<file path="src/cia_map_pkg.sv">
//~~~~~~~~~~~~~~~~~~~~~~~~~~~~~~~~~~~~~~~~~~~~~~~~~~~~~~~~~~
// CIA register map and bit positions
//~~~~~~~~~~~~~~~~~~~~~~~~~~~~~~~~~~~~~~~~~~~~~~~~~~~~~~~~~~

package cia_map_pkg;

    // Register addresses on the 4-bit bus.
    localparam logic [3:0] REG_PRA   = 4'h0;
    localparam logic [3:0] REG_PRB   = 4'h1;
    localparam logic [3:0] REG_DDRA  = 4'h2;
    localparam logic [3:0] REG_DDRB  = 4'h3;
    localparam logic [3:0] REG_TA_LO = 4'h4;
    localparam logic [3:0] REG_TA_HI = 4'h5;
    localparam logic [3:0] REG_TB_LO = 4'h6;
    localparam logic [3:0] REG_TB_HI = 4'h7;
    localparam logic [3:0] REG_ICR   = 4'hD;
    localparam logic [3:0] REG_CRA   = 4'hE;
    localparam logic [3:0] REG_CRB   = 4'hF;

    // Control register bits, shared by CRA and CRB.
    localparam int CR_START     = 0;
    localparam int CR_ONESHOT   = 3;
    localparam int CR_LOAD      = 4;
    localparam int CR_INMODE_TA = 6;

    // Mask write selects set (1) or clear (0).
    localparam int ICR_SET_CLR = 7;

    // Interrupt source positions.
    localparam int IRQ_TA   = 0;
    localparam int IRQ_TB   = 1;
    localparam int IRQ_FLAG = 4;
    localparam int IRQ_BITS = 5;

endpackage

</file>
<file path="src/cia_types_pkg.sv">
//~~~~~~~~~~~~~~~~~~~~~~~~~~~~~~~~~~~~~~~~~~~~~~~~~~~~~~~~~~
// CIA internal bus types
//~~~~~~~~~~~~~~~~~~~~~~~~~~~~~~~~~~~~~~~~~~~~~~~~~~~~~~~~~~

package cia_types_pkg;

    // Write cycle, one strobe per address.
    typedef struct packed {
        logic [15:0] strobe;
        logic [7:0]  data;
    } cia_wr_t;

    // Read cycle, one strobe per address.
    typedef struct packed {
        logic [15:0] strobe;
    } cia_rd_t;

    // Register writes seen by one timer.
    typedef struct packed {
        logic       lo_wr;
        logic       hi_wr;
        logic       cr_wr;
        logic [7:0] data;
    } timer_bus_t;

    // Timer state as seen by the rest of the chip.
    typedef struct packed {
        logic [15:0] counter;
        logic        running;
        logic        oneshot;
        // Count the other timer's underflows.
        logic        count_uf;
        logic        underflow;
    } timer_state_t;

    // Interrupt source pulses, one cycle each.
    typedef struct packed {
        logic [cia_map_pkg::IRQ_BITS-1:0] pulse;
    } irq_src_t;

endpackage

</file>
<file path="src/cia_bus_decode.sv">
//~~~~~~~~~~~~~~~~~~~~~~~~~~~~~~~~~~~~~~~~~~~~~~~~~~~~~~~~~~
// CIA bus cycle decoder
//~~~~~~~~~~~~~~~~~~~~~~~~~~~~~~~~~~~~~~~~~~~~~~~~~~~~~~~~~~

`timescale 1ns/1ns

module cia_bus_decode (
    input  logic                   cs_n,
    input  logic                   rw,
    input  logic [3:0]             a,
    input  logic [7:0]             d_in,
    output cia_types_pkg::cia_wr_t wr,
    output cia_types_pkg::cia_rd_t rd
);

    logic [15:0] addr_hot;
    logic        wr_cycle;
    logic        rd_cycle;

    // One-hot address.
    always_comb begin
        addr_hot    = '0;
        addr_hot[a] = 1'b1;
    end

    // Any cycle with chip select low is a bus cycle.
    assign wr_cycle = !cs_n && !rw;
    assign rd_cycle = !cs_n && rw;

    // Strobes are only live during a cycle of the matching kind.
    always_comb begin
        wr.strobe = addr_hot & {16{wr_cycle}};
        wr.data   = d_in;
        rd.strobe = addr_hot & {16{rd_cycle}};
    end

endmodule

</file>
<file path="src/cia_io_ports.sv">
//~~~~~~~~~~~~~~~~~~~~~~~~~~~~~~~~~~~~~~~~~~~~~~~~~~~~~~~~~~
// CIA parallel ports and handshake
//~~~~~~~~~~~~~~~~~~~~~~~~~~~~~~~~~~~~~~~~~~~~~~~~~~~~~~~~~~

`timescale 1ns/1ns

module cia_io_ports (
    input  logic                   CNT,
    input  logic                   RESET_n,
    input  cia_types_pkg::cia_wr_t wr,
    input  cia_types_pkg::cia_rd_t rd,
    input  logic                   flag_n,
    output logic [7:0]             pa_out,
    output logic [7:0]             pa_dir,
    output logic [7:0]             pb_out,
    output logic [7:0]             pb_dir,
    output logic                   pc_n,
    output logic                   flag_falling
);

    logic [7:0] pra;
    logic [7:0] prb;
    logic [7:0] ddra;
    logic [7:0] ddrb;
    logic       flag_s;
    logic       flag_prev;
    logic       prb_access;

    // Data and direction registers.
    always_ff @(posedge CNT or negedge RESET_n) begin
        if (!RESET_n) begin
            pra  <= 8'h00;
            prb  <= 8'h00;
            ddra <= 8'h00;
            ddrb <= 8'h00;
        end else begin
            if (wr.strobe[cia_map_pkg::REG_PRA])
                pra <= wr.data;
            if (wr.strobe[cia_map_pkg::REG_PRB])
                prb <= wr.data;
            if (wr.strobe[cia_map_pkg::REG_DDRA])
                ddra <= wr.data;
            if (wr.strobe[cia_map_pkg::REG_DDRB])
                ddrb <= wr.data;
        end
    end

    // PC strobes low for one cycle after any port B access.
    assign prb_access = wr.strobe[cia_map_pkg::REG_PRB] || rd.strobe[cia_map_pkg::REG_PRB];

    always_ff @(posedge CNT or negedge RESET_n) begin
        if (!RESET_n) begin
            pc_n      <= 1'b1;
            flag_s    <= 1'b1;
            flag_prev <= 1'b1;
        end else begin
            pc_n      <= !prb_access;
            flag_s    <= flag_n;
            flag_prev <= flag_s;
        end
    end

    // High in the cycle after flag_n is first sampled low.
    assign flag_falling = flag_prev && !flag_s;

    assign pa_out = pra;
    assign pa_dir = ddra;
    assign pb_out = prb;
    assign pb_dir = ddrb;

endmodule

</file>
<file path="src/cia_interval_timer.sv">
//~~~~~~~~~~~~~~~~~~~~~~~~~~~~~~~~~~~~~~~~~~~~~~~~~~~~~~~~~~
// CIA 16-bit interval timer
//~~~~~~~~~~~~~~~~~~~~~~~~~~~~~~~~~~~~~~~~~~~~~~~~~~~~~~~~~~

`timescale 1ns/1ns

module cia_interval_timer (
    input  logic                        CNT,
    input  logic                        RESET_n,
    input  cia_types_pkg::timer_bus_t   tbus,
    input  logic                        ext_underflow,
    output cia_types_pkg::timer_state_t state
);

    logic [15:0] latch;
    logic [15:0] counter;
    logic        running;
    logic        oneshot;
    logic        count_uf;
    logic        step;
    logic        underflow;
    logic        hi_load;

    // Count every cycle, or only on the other timer's underflow.
    assign step      = running && (!count_uf || ext_underflow);
    assign underflow = step && (counter == 16'd0);

    // High byte write reloads while stopped or in one-shot.
    assign hi_load = tbus.hi_wr && (!running || oneshot);

    // Reload latch.
    always_ff @(posedge CNT or negedge RESET_n) begin
        if (!RESET_n) begin
            latch <= 16'd0;
        end else if (tbus.lo_wr) begin
            latch[7:0] <= tbus.data;
        end else if (tbus.hi_wr) begin
            latch[15:8] <= tbus.data;
        end
    end

    // Counter: force load first, then high byte load, then counting.
    always_ff @(posedge CNT or negedge RESET_n) begin
        if (!RESET_n) begin
            counter <= 16'd0;
        end else if (tbus.cr_wr && tbus.data[cia_map_pkg::CR_LOAD]) begin
            counter <= latch;
        end else if (hi_load) begin
            counter <= {tbus.data, latch[7:0]};
        end else if (underflow) begin
            counter <= latch;
        end else if (step) begin
            counter <= counter - 16'd1;
        end
    end

    // Control bits.
    always_ff @(posedge CNT or negedge RESET_n) begin
        if (!RESET_n) begin
            running  <= 1'b0;
            oneshot  <= 1'b0;
            count_uf <= 1'b0;
        end else if (tbus.cr_wr) begin
            running  <= tbus.data[cia_map_pkg::CR_START];
            oneshot  <= tbus.data[cia_map_pkg::CR_ONESHOT];
            count_uf <= tbus.data[cia_map_pkg::CR_INMODE_TA];
        end else if (tbus.hi_wr && oneshot) begin
            // One-shot starts on the high byte write.
            running <= 1'b1;
        end else if (underflow && oneshot) begin
            running <= 1'b0;
        end
    end

    assign state = '{
        counter:   counter,
        running:   running,
        oneshot:   oneshot,
        count_uf:  count_uf,
        underflow: underflow
    };

endmodule

</file>
<file path="src/cia_irq_control.sv">
//~~~~~~~~~~~~~~~~~~~~~~~~~~~~~~~~~~~~~~~~~~~~~~~~~~~~~~~~~~
// CIA interrupt control register
//~~~~~~~~~~~~~~~~~~~~~~~~~~~~~~~~~~~~~~~~~~~~~~~~~~~~~~~~~~

`timescale 1ns/1ns

module cia_irq_control (
    input  logic                                   CNT,
    input  logic                                   RESET_n,
    input  cia_types_pkg::cia_wr_t                 wr,
    input  cia_types_pkg::cia_rd_t                 rd,
    input  cia_types_pkg::irq_src_t                src,
    output logic [cia_map_pkg::IRQ_BITS-1:0]       icr_data,
    output logic                                   ir,
    output logic                                   irq_n
);

    logic [cia_map_pkg::IRQ_BITS-1:0] mask;
    logic [cia_map_pkg::IRQ_BITS-1:0] wr_bits;

    assign wr_bits = wr.data[cia_map_pkg::IRQ_BITS-1:0];

    // Set or clear the mask bits selected by the written byte.
    always_ff @(posedge CNT or negedge RESET_n) begin
        if (!RESET_n) begin
            mask <= '0;
        end else if (wr.strobe[cia_map_pkg::REG_ICR]) begin
            if (wr.data[cia_map_pkg::ICR_SET_CLR])
                mask <= mask | wr_bits;
            else
                mask <= mask & ~wr_bits;
        end
    end

    // Sources accumulate. A read drops old bits but keeps this cycle's.
    always_ff @(posedge CNT or negedge RESET_n) begin
        if (!RESET_n) begin
            icr_data <= '0;
        end else if (rd.strobe[cia_map_pkg::REG_ICR]) begin
            icr_data <= src.pulse;
        end else begin
            icr_data <= icr_data | src.pulse;
        end
    end

    assign ir    = |(icr_data & mask);
    assign irq_n = !ir;

endmodule

</file>
<file path="src/cia_read_mux.sv">
//~~~~~~~~~~~~~~~~~~~~~~~~~~~~~~~~~~~~~~~~~~~~~~~~~~~~~~~~~~
// CIA read data select
//~~~~~~~~~~~~~~~~~~~~~~~~~~~~~~~~~~~~~~~~~~~~~~~~~~~~~~~~~~

`timescale 1ns/1ns

module cia_read_mux (
    input  cia_types_pkg::cia_rd_t           rd,
    input  logic [7:0]                       pa_in,
    input  logic [7:0]                       pb_in,
    input  logic [7:0]                       ddra,
    input  logic [7:0]                       ddrb,
    input  cia_types_pkg::timer_state_t      ta,
    input  cia_types_pkg::timer_state_t      tb,
    input  logic [cia_map_pkg::IRQ_BITS-1:0] icr_data,
    input  logic                             ir,
    output logic [7:0]                       d_out,
    output logic                             d_oe
);

    // Control byte rebuilt from timer state. Load is a strobe, reads zero.
    function automatic logic [7:0] ctrl_byte(input cia_types_pkg::timer_state_t s);
        logic [7:0] b;
        b                            = 8'h00;
        b[cia_map_pkg::CR_START]     = s.running;
        b[cia_map_pkg::CR_ONESHOT]   = s.oneshot;
        b[cia_map_pkg::CR_INMODE_TA] = s.count_uf;
        return b;
    endfunction

    always_comb begin
        d_out = 8'h00;
        if (rd.strobe[cia_map_pkg::REG_PRA])
            d_out = pa_in;
        if (rd.strobe[cia_map_pkg::REG_PRB])
            d_out = pb_in;
        if (rd.strobe[cia_map_pkg::REG_DDRA])
            d_out = ddra;
        if (rd.strobe[cia_map_pkg::REG_DDRB])
            d_out = ddrb;
        if (rd.strobe[cia_map_pkg::REG_TA_LO])
            d_out = ta.counter[7:0];
        if (rd.strobe[cia_map_pkg::REG_TA_HI])
            d_out = ta.counter[15:8];
        if (rd.strobe[cia_map_pkg::REG_TB_LO])
            d_out = tb.counter[7:0];
        if (rd.strobe[cia_map_pkg::REG_TB_HI])
            d_out = tb.counter[15:8];
        // Bit 7 flags a masked pending source.
        if (rd.strobe[cia_map_pkg::REG_ICR])
            d_out = {ir, 2'b00, icr_data};
        if (rd.strobe[cia_map_pkg::REG_CRA])
            d_out = ctrl_byte(ta);
        if (rd.strobe[cia_map_pkg::REG_CRB])
            d_out = ctrl_byte(tb);
    end

    // Drive the bus on any read, mapped or not.
    assign d_oe = |rd.strobe;

endmodule

</file>
<file path="src/cia_core.sv">
//~~~~~~~~~~~~~~~~~~~~~~~~~~~~~~~~~~~~~~~~~~~~~~~~~~~~~~~~~~
// CIA register core top level
//~~~~~~~~~~~~~~~~~~~~~~~~~~~~~~~~~~~~~~~~~~~~~~~~~~~~~~~~~~

`timescale 1ns/1ns

module cia_core (
    input  logic       CNT,
    input  logic       RESET_n,
    input  logic       cs_n,
    input  logic       rw,
    input  logic [3:0] a,
    input  logic [7:0] d_in,
    output logic [7:0] d_out,
    output logic       d_oe,
    input  logic [7:0] pa_in,
    input  logic [7:0] pb_in,
    output logic [7:0] pa_out,
    output logic [7:0] pa_dir,
    output logic [7:0] pb_out,
    output logic [7:0] pb_dir,
    input  logic       flag_n,
    output logic       pc_n,
    output logic       irq_n
);

    cia_types_pkg::cia_wr_t           wr;
    cia_types_pkg::cia_rd_t           rd;
    cia_types_pkg::timer_bus_t        ta_bus;
    cia_types_pkg::timer_bus_t        tb_bus;
    cia_types_pkg::timer_state_t      ta_state;
    cia_types_pkg::timer_state_t      tb_state;
    cia_types_pkg::irq_src_t          irq_src;
    logic                             flag_falling;
    logic [cia_map_pkg::IRQ_BITS-1:0] icr_data;
    logic                             ir;

    cia_bus_decode u_decode (
        .cs_n (cs_n),
        .rw   (rw),
        .a    (a),
        .d_in (d_in),
        .wr   (wr),
        .rd   (rd)
    );

    cia_io_ports u_ports (
        .CNT          (CNT),
        .RESET_n      (RESET_n),
        .wr           (wr),
        .rd           (rd),
        .flag_n       (flag_n),
        .pa_out       (pa_out),
        .pa_dir       (pa_dir),
        .pb_out       (pb_out),
        .pb_dir       (pb_dir),
        .pc_n         (pc_n),
        .flag_falling (flag_falling)
    );

    // Timer A has no underflow input, so its CRA bit 6 is kept clear.
    assign ta_bus = '{
        lo_wr: wr.strobe[cia_map_pkg::REG_TA_LO],
        hi_wr: wr.strobe[cia_map_pkg::REG_TA_HI],
        cr_wr: wr.strobe[cia_map_pkg::REG_CRA],
        data:  wr.strobe[cia_map_pkg::REG_CRA] ? (wr.data & 8'hBF) : wr.data
    };

    assign tb_bus = '{
        lo_wr: wr.strobe[cia_map_pkg::REG_TB_LO],
        hi_wr: wr.strobe[cia_map_pkg::REG_TB_HI],
        cr_wr: wr.strobe[cia_map_pkg::REG_CRB],
        data:  wr.data
    };

    cia_interval_timer timer_a (
        .CNT           (CNT),
        .RESET_n       (RESET_n),
        .tbus          (ta_bus),
        .ext_underflow (1'b0),
        .state         (ta_state)
    );

    // Timer B can count timer A underflows.
    cia_interval_timer timer_b (
        .CNT           (CNT),
        .RESET_n       (RESET_n),
        .tbus          (tb_bus),
        .ext_underflow (ta_state.underflow),
        .state         (tb_state)
    );

    // Alarm and serial sources never fire.
    assign irq_src.pulse =
        (cia_map_pkg::IRQ_BITS'(ta_state.underflow) << cia_map_pkg::IRQ_TA) |
        (cia_map_pkg::IRQ_BITS'(tb_state.underflow) << cia_map_pkg::IRQ_TB) |
        (cia_map_pkg::IRQ_BITS'(flag_falling) << cia_map_pkg::IRQ_FLAG);

    cia_irq_control u_irq (
        .CNT      (CNT),
        .RESET_n  (RESET_n),
        .wr       (wr),
        .rd       (rd),
        .src      (irq_src),
        .icr_data (icr_data),
        .ir       (ir),
        .irq_n    (irq_n)
    );

    cia_read_mux u_read (
        .rd       (rd),
        .pa_in    (pa_in),
        .pb_in    (pb_in),
        .ddra     (pa_dir),
        .ddrb     (pb_dir),
        .ta       (ta_state),
        .tb       (tb_state),
        .icr_data (icr_data),
        .ir       (ir),
        .d_out    (d_out),
        .d_oe     (d_oe)
    );

endmodule

</file>
<file path="config.mk">
export PLATFORM = sky130hd
export DESIGN_NAME = cia_core
export DESIGN_NICKNAME = d
export VERILOG_FILES = /design/src/cia_map_pkg.sv /design/src/cia_types_pkg.sv /design/src/cia_bus_decode.sv /design/src/cia_io_ports.sv /design/src/cia_interval_timer.sv /design/src/cia_irq_control.sv /design/src/cia_read_mux.sv /design/src/cia_core.sv
export SDC_FILE = /design/constraint.sdc
export NUM_CORES = 1
export LEC_CHECK = 0
export ABC_AREA = 1
export BUFFER_PORTS_ARGS = -buffer_cell sky130_fd_sc_hd__buf_2
export CELL_PAD_IN_SITES_DETAIL_PLACEMENT = 0
export CELL_PAD_IN_SITES_GLOBAL_PLACEMENT = 1
export CORE_MARGIN = 2
export CORE_UTILIZATION = 40
export CTS_CLUSTER_SIZE = 12
export DETAILED_ROUTE_END_ITERATION = 8
export PLACE_DENSITY_LB_ADDON = 0.1
export SLEW_MARGIN = 10
export SYNTH_ARGS = -nofsm -noshare
export SYNTH_HDL_FRONTEND = slang
export SYNTH_SLANG_ARGS = --single-unit
</file>
<file path="constraint.sdc">
create_clock -name CNT -period 2.8 [get_ports CNT]
set_input_delay 0.7 -clock CNT [delete_from_list [all_inputs] [get_ports CNT]]
set_output_delay 0.7 -clock CNT [all_outputs]
set_load 0.02 [all_outputs]
</file>
==> impl_results.md <==
* Slack of the worst reg-to-reg path at 0.62 ns
* Number of buffers added on ports at 75
* Leak at 3.90 nW
* CTS tree: built
* Setup repair after global routing missed its margin: yes
* Cell area after layout at 0.00776 mm²
* Cells after Synth at 825
* Synth Register Bits at 111
* Proportion of synthesized chip area in sequential cells at 44.3%
* Residual DRC count at 0
* Via-per-instance ratio at 5.15
* Final hold viol count at 0
* Global-route total usage across every layer at 25.6%
* Most numerous cell in the Yosys netlist: sky130_fd_sc_hd__nand2_1
* Peak clock frequency supported by timing at 0.353 GHz
* Number of antenna violations at the first check in global routing at 0
* Top cell type's share of synthesized area at 43.0%
* Worst setup margin at -0.0345 ns
* Worst ir drop on vdd at 0.361 mV
* Share of post-route cells with drive strength above 1 at 26.7%
* Main synth FF type: sky130_fd_sc_hd__dfrtp_1
* Arrival time at the worst endpoint at 2.13 ns
* Max Fanout on Critical Path at 4
* Number of warning messages in the yosys log at 0
* Placeable core region at 0.0153 mm²
* Wire length of the first global-routing pass at 32400 µm
* Result of the run: finished with violations
* Number of top-level design ports at 76
* Die width at 129 µm
* Distinct cell type count of the synthesized netlist at 48
* Per-instance average area after synthesis at 7.61 µm²
* Category of the worst setup path capture point: primary output
* CTS sink cnt at 111
* Violated checks: negative setup slack
* Clock buffers created by TritonCTS at 9
* Worst-path cell with the longest stage delay: sky130_fd_sc_hd__a2111oi_4
* Max-slew headroom at 55.7%
* Number of violations reported at the end of detailed-routing iteration 0 at 455
* Post-synthesis instance area at 0.00628 mm²
* Core Util, Final at 50.9%
* Type of the tightest min-delay check: primary input to async pin
* Critical path buffer and inverter count at 4
* Leftover overflow at the end of global routing at 0
* Layout Area Growth over Synthesis at 23.7%
* Quantity of hold-fixing buffers added after cts at 0
* Antenna diode count at 0
* Height of the chip at 129 µm
* Final setup vio count at 1
* Clk pin slew, worst setup/hold paths at 0.08 ns
* Final Hold Slack at 0.307 ns
* Deepest level of the CTS H-tree at 3
* Remaining antenna violation count after routing at 0
* Effective utilization at floorplan at 41.1%
* Worst slack at placement at -0.201 ns
* Register-to-Register Path Depth at 12
* Clock skew after layout at 0.00987 ns
* Required time at the endpoint of the critical path at 2.10 ns
* Cell type contributing the most total cell area after synthesis: sky130_fd_sc_hd__dfrtp_1
* Post-place instance area at 0.00717 mm²
* Top Family by Delay on Critical Path: buffers and inverters
* EDFF count, synth at 0
* Buffer cell driving the clock tree root: sky130_fd_sc_hd__clkbuf_16
* Worst r2r src: timer_a.counter[0]$_DFFE_PN0P_
* Portion of the clock cycle consumed by the worst path in the final layout at 101%
* Cell breakdown of the critical path: buf_4, inv_4, nand2_2, nor2_4, nand2_1, nor2_1, a2111oi_4, buf_4, nand4_1, buf_6
* Max-capacitance violation count at 0
* Final layout net count at 974
* Final min period at 2.83 ns
* Capture instance of the worst register-to-register path: timer_b.counter[6]$_DFFE_PN0P_
* Routability congestion estimate at 0.942
* Pins Over Slew Limit at 0
* Setup_tns at -0.0345 ns
* Category of the worst setup path launch point: primary input
* Sum of net half-perimeters after detailed placement at 15100 µm
* Die area at 0.0167 mm²
* Slowest cell delay on critical path at 0.34 ns
* Per-cell routed wire length at 17.7 µm
* Worst skew pair latency at 0.36 ns
* Critical path type: primary input to primary output
* Max clock buf depth at 2
* Routed via count at 5943
* Via count of the first global-routing pass at 5854
* Total wirelength of the detailed-routed design at 20400 µm
* Synth top cells by count: sky130_fd_sc_hd__nand2_1, sky130_fd_sc_hd__dfrtp_1, sky130_fd_sc_hd__o21ai_0, sky130_fd_sc_hd__nor2_1, sky130_fd_sc_hd__inv_1
* Pin count of the biggest net entering global routing at 52
* Async set-or-reset flop fraction in the synthesized netlist at 100%
* Synthesized Nets at 860
* Cell with the most instances on the worst path: sky130_fd_sc_hd__buf_4
* Pwr/cell area at 743 mW/mm²
* Synth area leaders: sky130_fd_sc_hd__dfrtp_1, sky130_fd_sc_hd__nand2_1, sky130_fd_sc_hd__o21ai_0, sky130_fd_sc_hd__nor2_1, sky130_fd_sc_hd__inv_1
* Initial DRT Pass Iterations at 5
* Transition time of the tightest slew-check pin at 0.664 ns
* Floorplan row count at 45
[worst max path at each step]
| stage | from | to | slack [ns] | depth (start not counted) |
|---|---|---|---|---|
| detailed placement | a[1] | d_out[5] | -0.20 | 11 |
| CTS | a[1] | d_out[5] | -0.007 | 11 |
| global placement | a[3] | d_out[0] | -0.21 | 11 |
| finish | a[1] | d_out[0] | -0.03 | 10 |
| global route | a[3] | d_out[5] | -0.12 | 11 |
| floorplan | rw | d_out[5] | 0.10 | 8 |
[cell usage in the layout, fill, tap and decap left out, types with 3 or more instances in the layout]
master and instances:
sky130_fd_sc_hd__a21oi_1 20, sky130_fd_sc_hd__a21oi_2 16, sky130_fd_sc_hd__buf_2 63, sky130_fd_sc_hd__buf_4 55, sky130_fd_sc_hd__buf_6 6, sky130_fd_sc_hd__clkbuf_16 9, sky130_fd_sc_hd__dfrtp_1 108, sky130_fd_sc_hd__dfstp_2 3
sky130_fd_sc_hd__inv_1 59, sky130_fd_sc_hd__inv_2 17, sky130_fd_sc_hd__inv_6 4, sky130_fd_sc_hd__nand2_1 218, sky130_fd_sc_hd__nand2_2 13, sky130_fd_sc_hd__nand2_4 7, sky130_fd_sc_hd__nand3_1 41, sky130_fd_sc_hd__nand3_2 4
sky130_fd_sc_hd__nand3_4 3, sky130_fd_sc_hd__nand4_1 12, sky130_fd_sc_hd__nor2_1 71, sky130_fd_sc_hd__nor2_2 8, sky130_fd_sc_hd__nor2_4 12, sky130_fd_sc_hd__nor3_1 6, sky130_fd_sc_hd__nor3_2 4, sky130_fd_sc_hd__o211ai_1 6
sky130_fd_sc_hd__o21ai_0 98, sky130_fd_sc_hd__o21ai_1 12, sky130_fd_sc_hd__o21ai_2 6, sky130_fd_sc_hd__o22ai_1 5, sky130_fd_sc_hd__o31ai_1 3, sky130_fd_sc_hd__or2_2 5, sky130_fd_sc_hd__xnor2_1 4, sky130_fd_sc_hd__xor2_1 16
[flip-flops by register name (all words and copies together) (netlist names), 3 cells and up]
signal           flops
u_ports.pb_dir       8
u_irq.icr_data       3
u_ports.pb_out       8
timer_b.latch       16
u_ports.pa_out       8
timer_a.counter     16
timer_a.latch       16
u_irq.mask           3
timer_b.counter     16
u_ports.pa_dir       8
[report_power, final]
group | total [W] | internal, W | switching [W]
Clock | 0.00132 | 0.000652 | 0.000663
Sequential | 0.00256 | 0.00203 | 0.000536
Combinational | 0.00189 | 0.000731 | 0.00116
[worst reg2reg max path, cell delays in order, from the launching register on]
cell,delay [ns]
sky130_fd_sc_hd__dfrtp_1,0.37
sky130_fd_sc_hd__inv_1,0.15
sky130_fd_sc_hd__ha_1,0.25
sky130_fd_sc_hd__nand3_2,0.17
sky130_fd_sc_hd__nor2_4,0.15
sky130_fd_sc_hd__nand3_4,0.11
sky130_fd_sc_hd__a21oi_4,0.26
sky130_fd_sc_hd__nand2_4,0.14
sky130_fd_sc_hd__nand2_4,0.17
sky130_fd_sc_hd__buf_4,0.15
sky130_fd_sc_hd__nand2_1,0.06
sky130_fd_sc_hd__o21ai_2,0.06
sky130_fd_sc_hd__o21ai_2,0.05
[stage by stage]
| step | power (W) | instances |
|---|---|---|
| 6_report | 0.00577 | 1155 |
| 5_1_grt | 0.00616 | 1155 |
| 4_1_cts | 0.00577 | 1151 |
| 3_5_place_dp | 0.00441 | 1135 |
| 3_3_place_gp | 0.00437 | 1135 |
| 2_1_floorplan | 0.00374 | 825 |
[per-layer routing]
layer,GRT usage [%],share of wire (%),vias up
li1,-,-,2929
met4,8.70,2.6,0
met3,4.00,4.5,28
met2,41.5,47,148
met1,35.2,46,2838
met5,0,0,-
[area by class of cell]
| cell class | count | area [µm²] |
|---|---|---|
| Multi-Input combinational cell | 611 | 3270 |
| Clock inverter | 6 | 60.1 |
| Clock buffer | 10 | 239 |
| Inverter | 79 | 302 |
| Sequential cell | 111 | 2780 |
| Timing Repair Buffer | 127 | 851 |
| Fill cell | 1501 | 7490 |
| Tap cell | 211 | 264 |
[cell families after synthesis]
group / Yosys count / share of synthesized area (%)
simple gates: 407 / 29.0
compound gates: 182 / 16.8
xor+xnor: 20 / 2.79
buf+inv: 103 / 6.70
fa+ha+maj: 2 / 0.399
flops: 111 / 44.3
[what timing repair did]
item,4_1_cts,5_1_grt
endpoints found under the setup margin,8,8
gates cloned,0,0
resized for setup,33,46
endpoints found under the hold margin,0,0
pin swaps,6,25
setup buffers,0,4
Power figures use the tool's default switching activity.
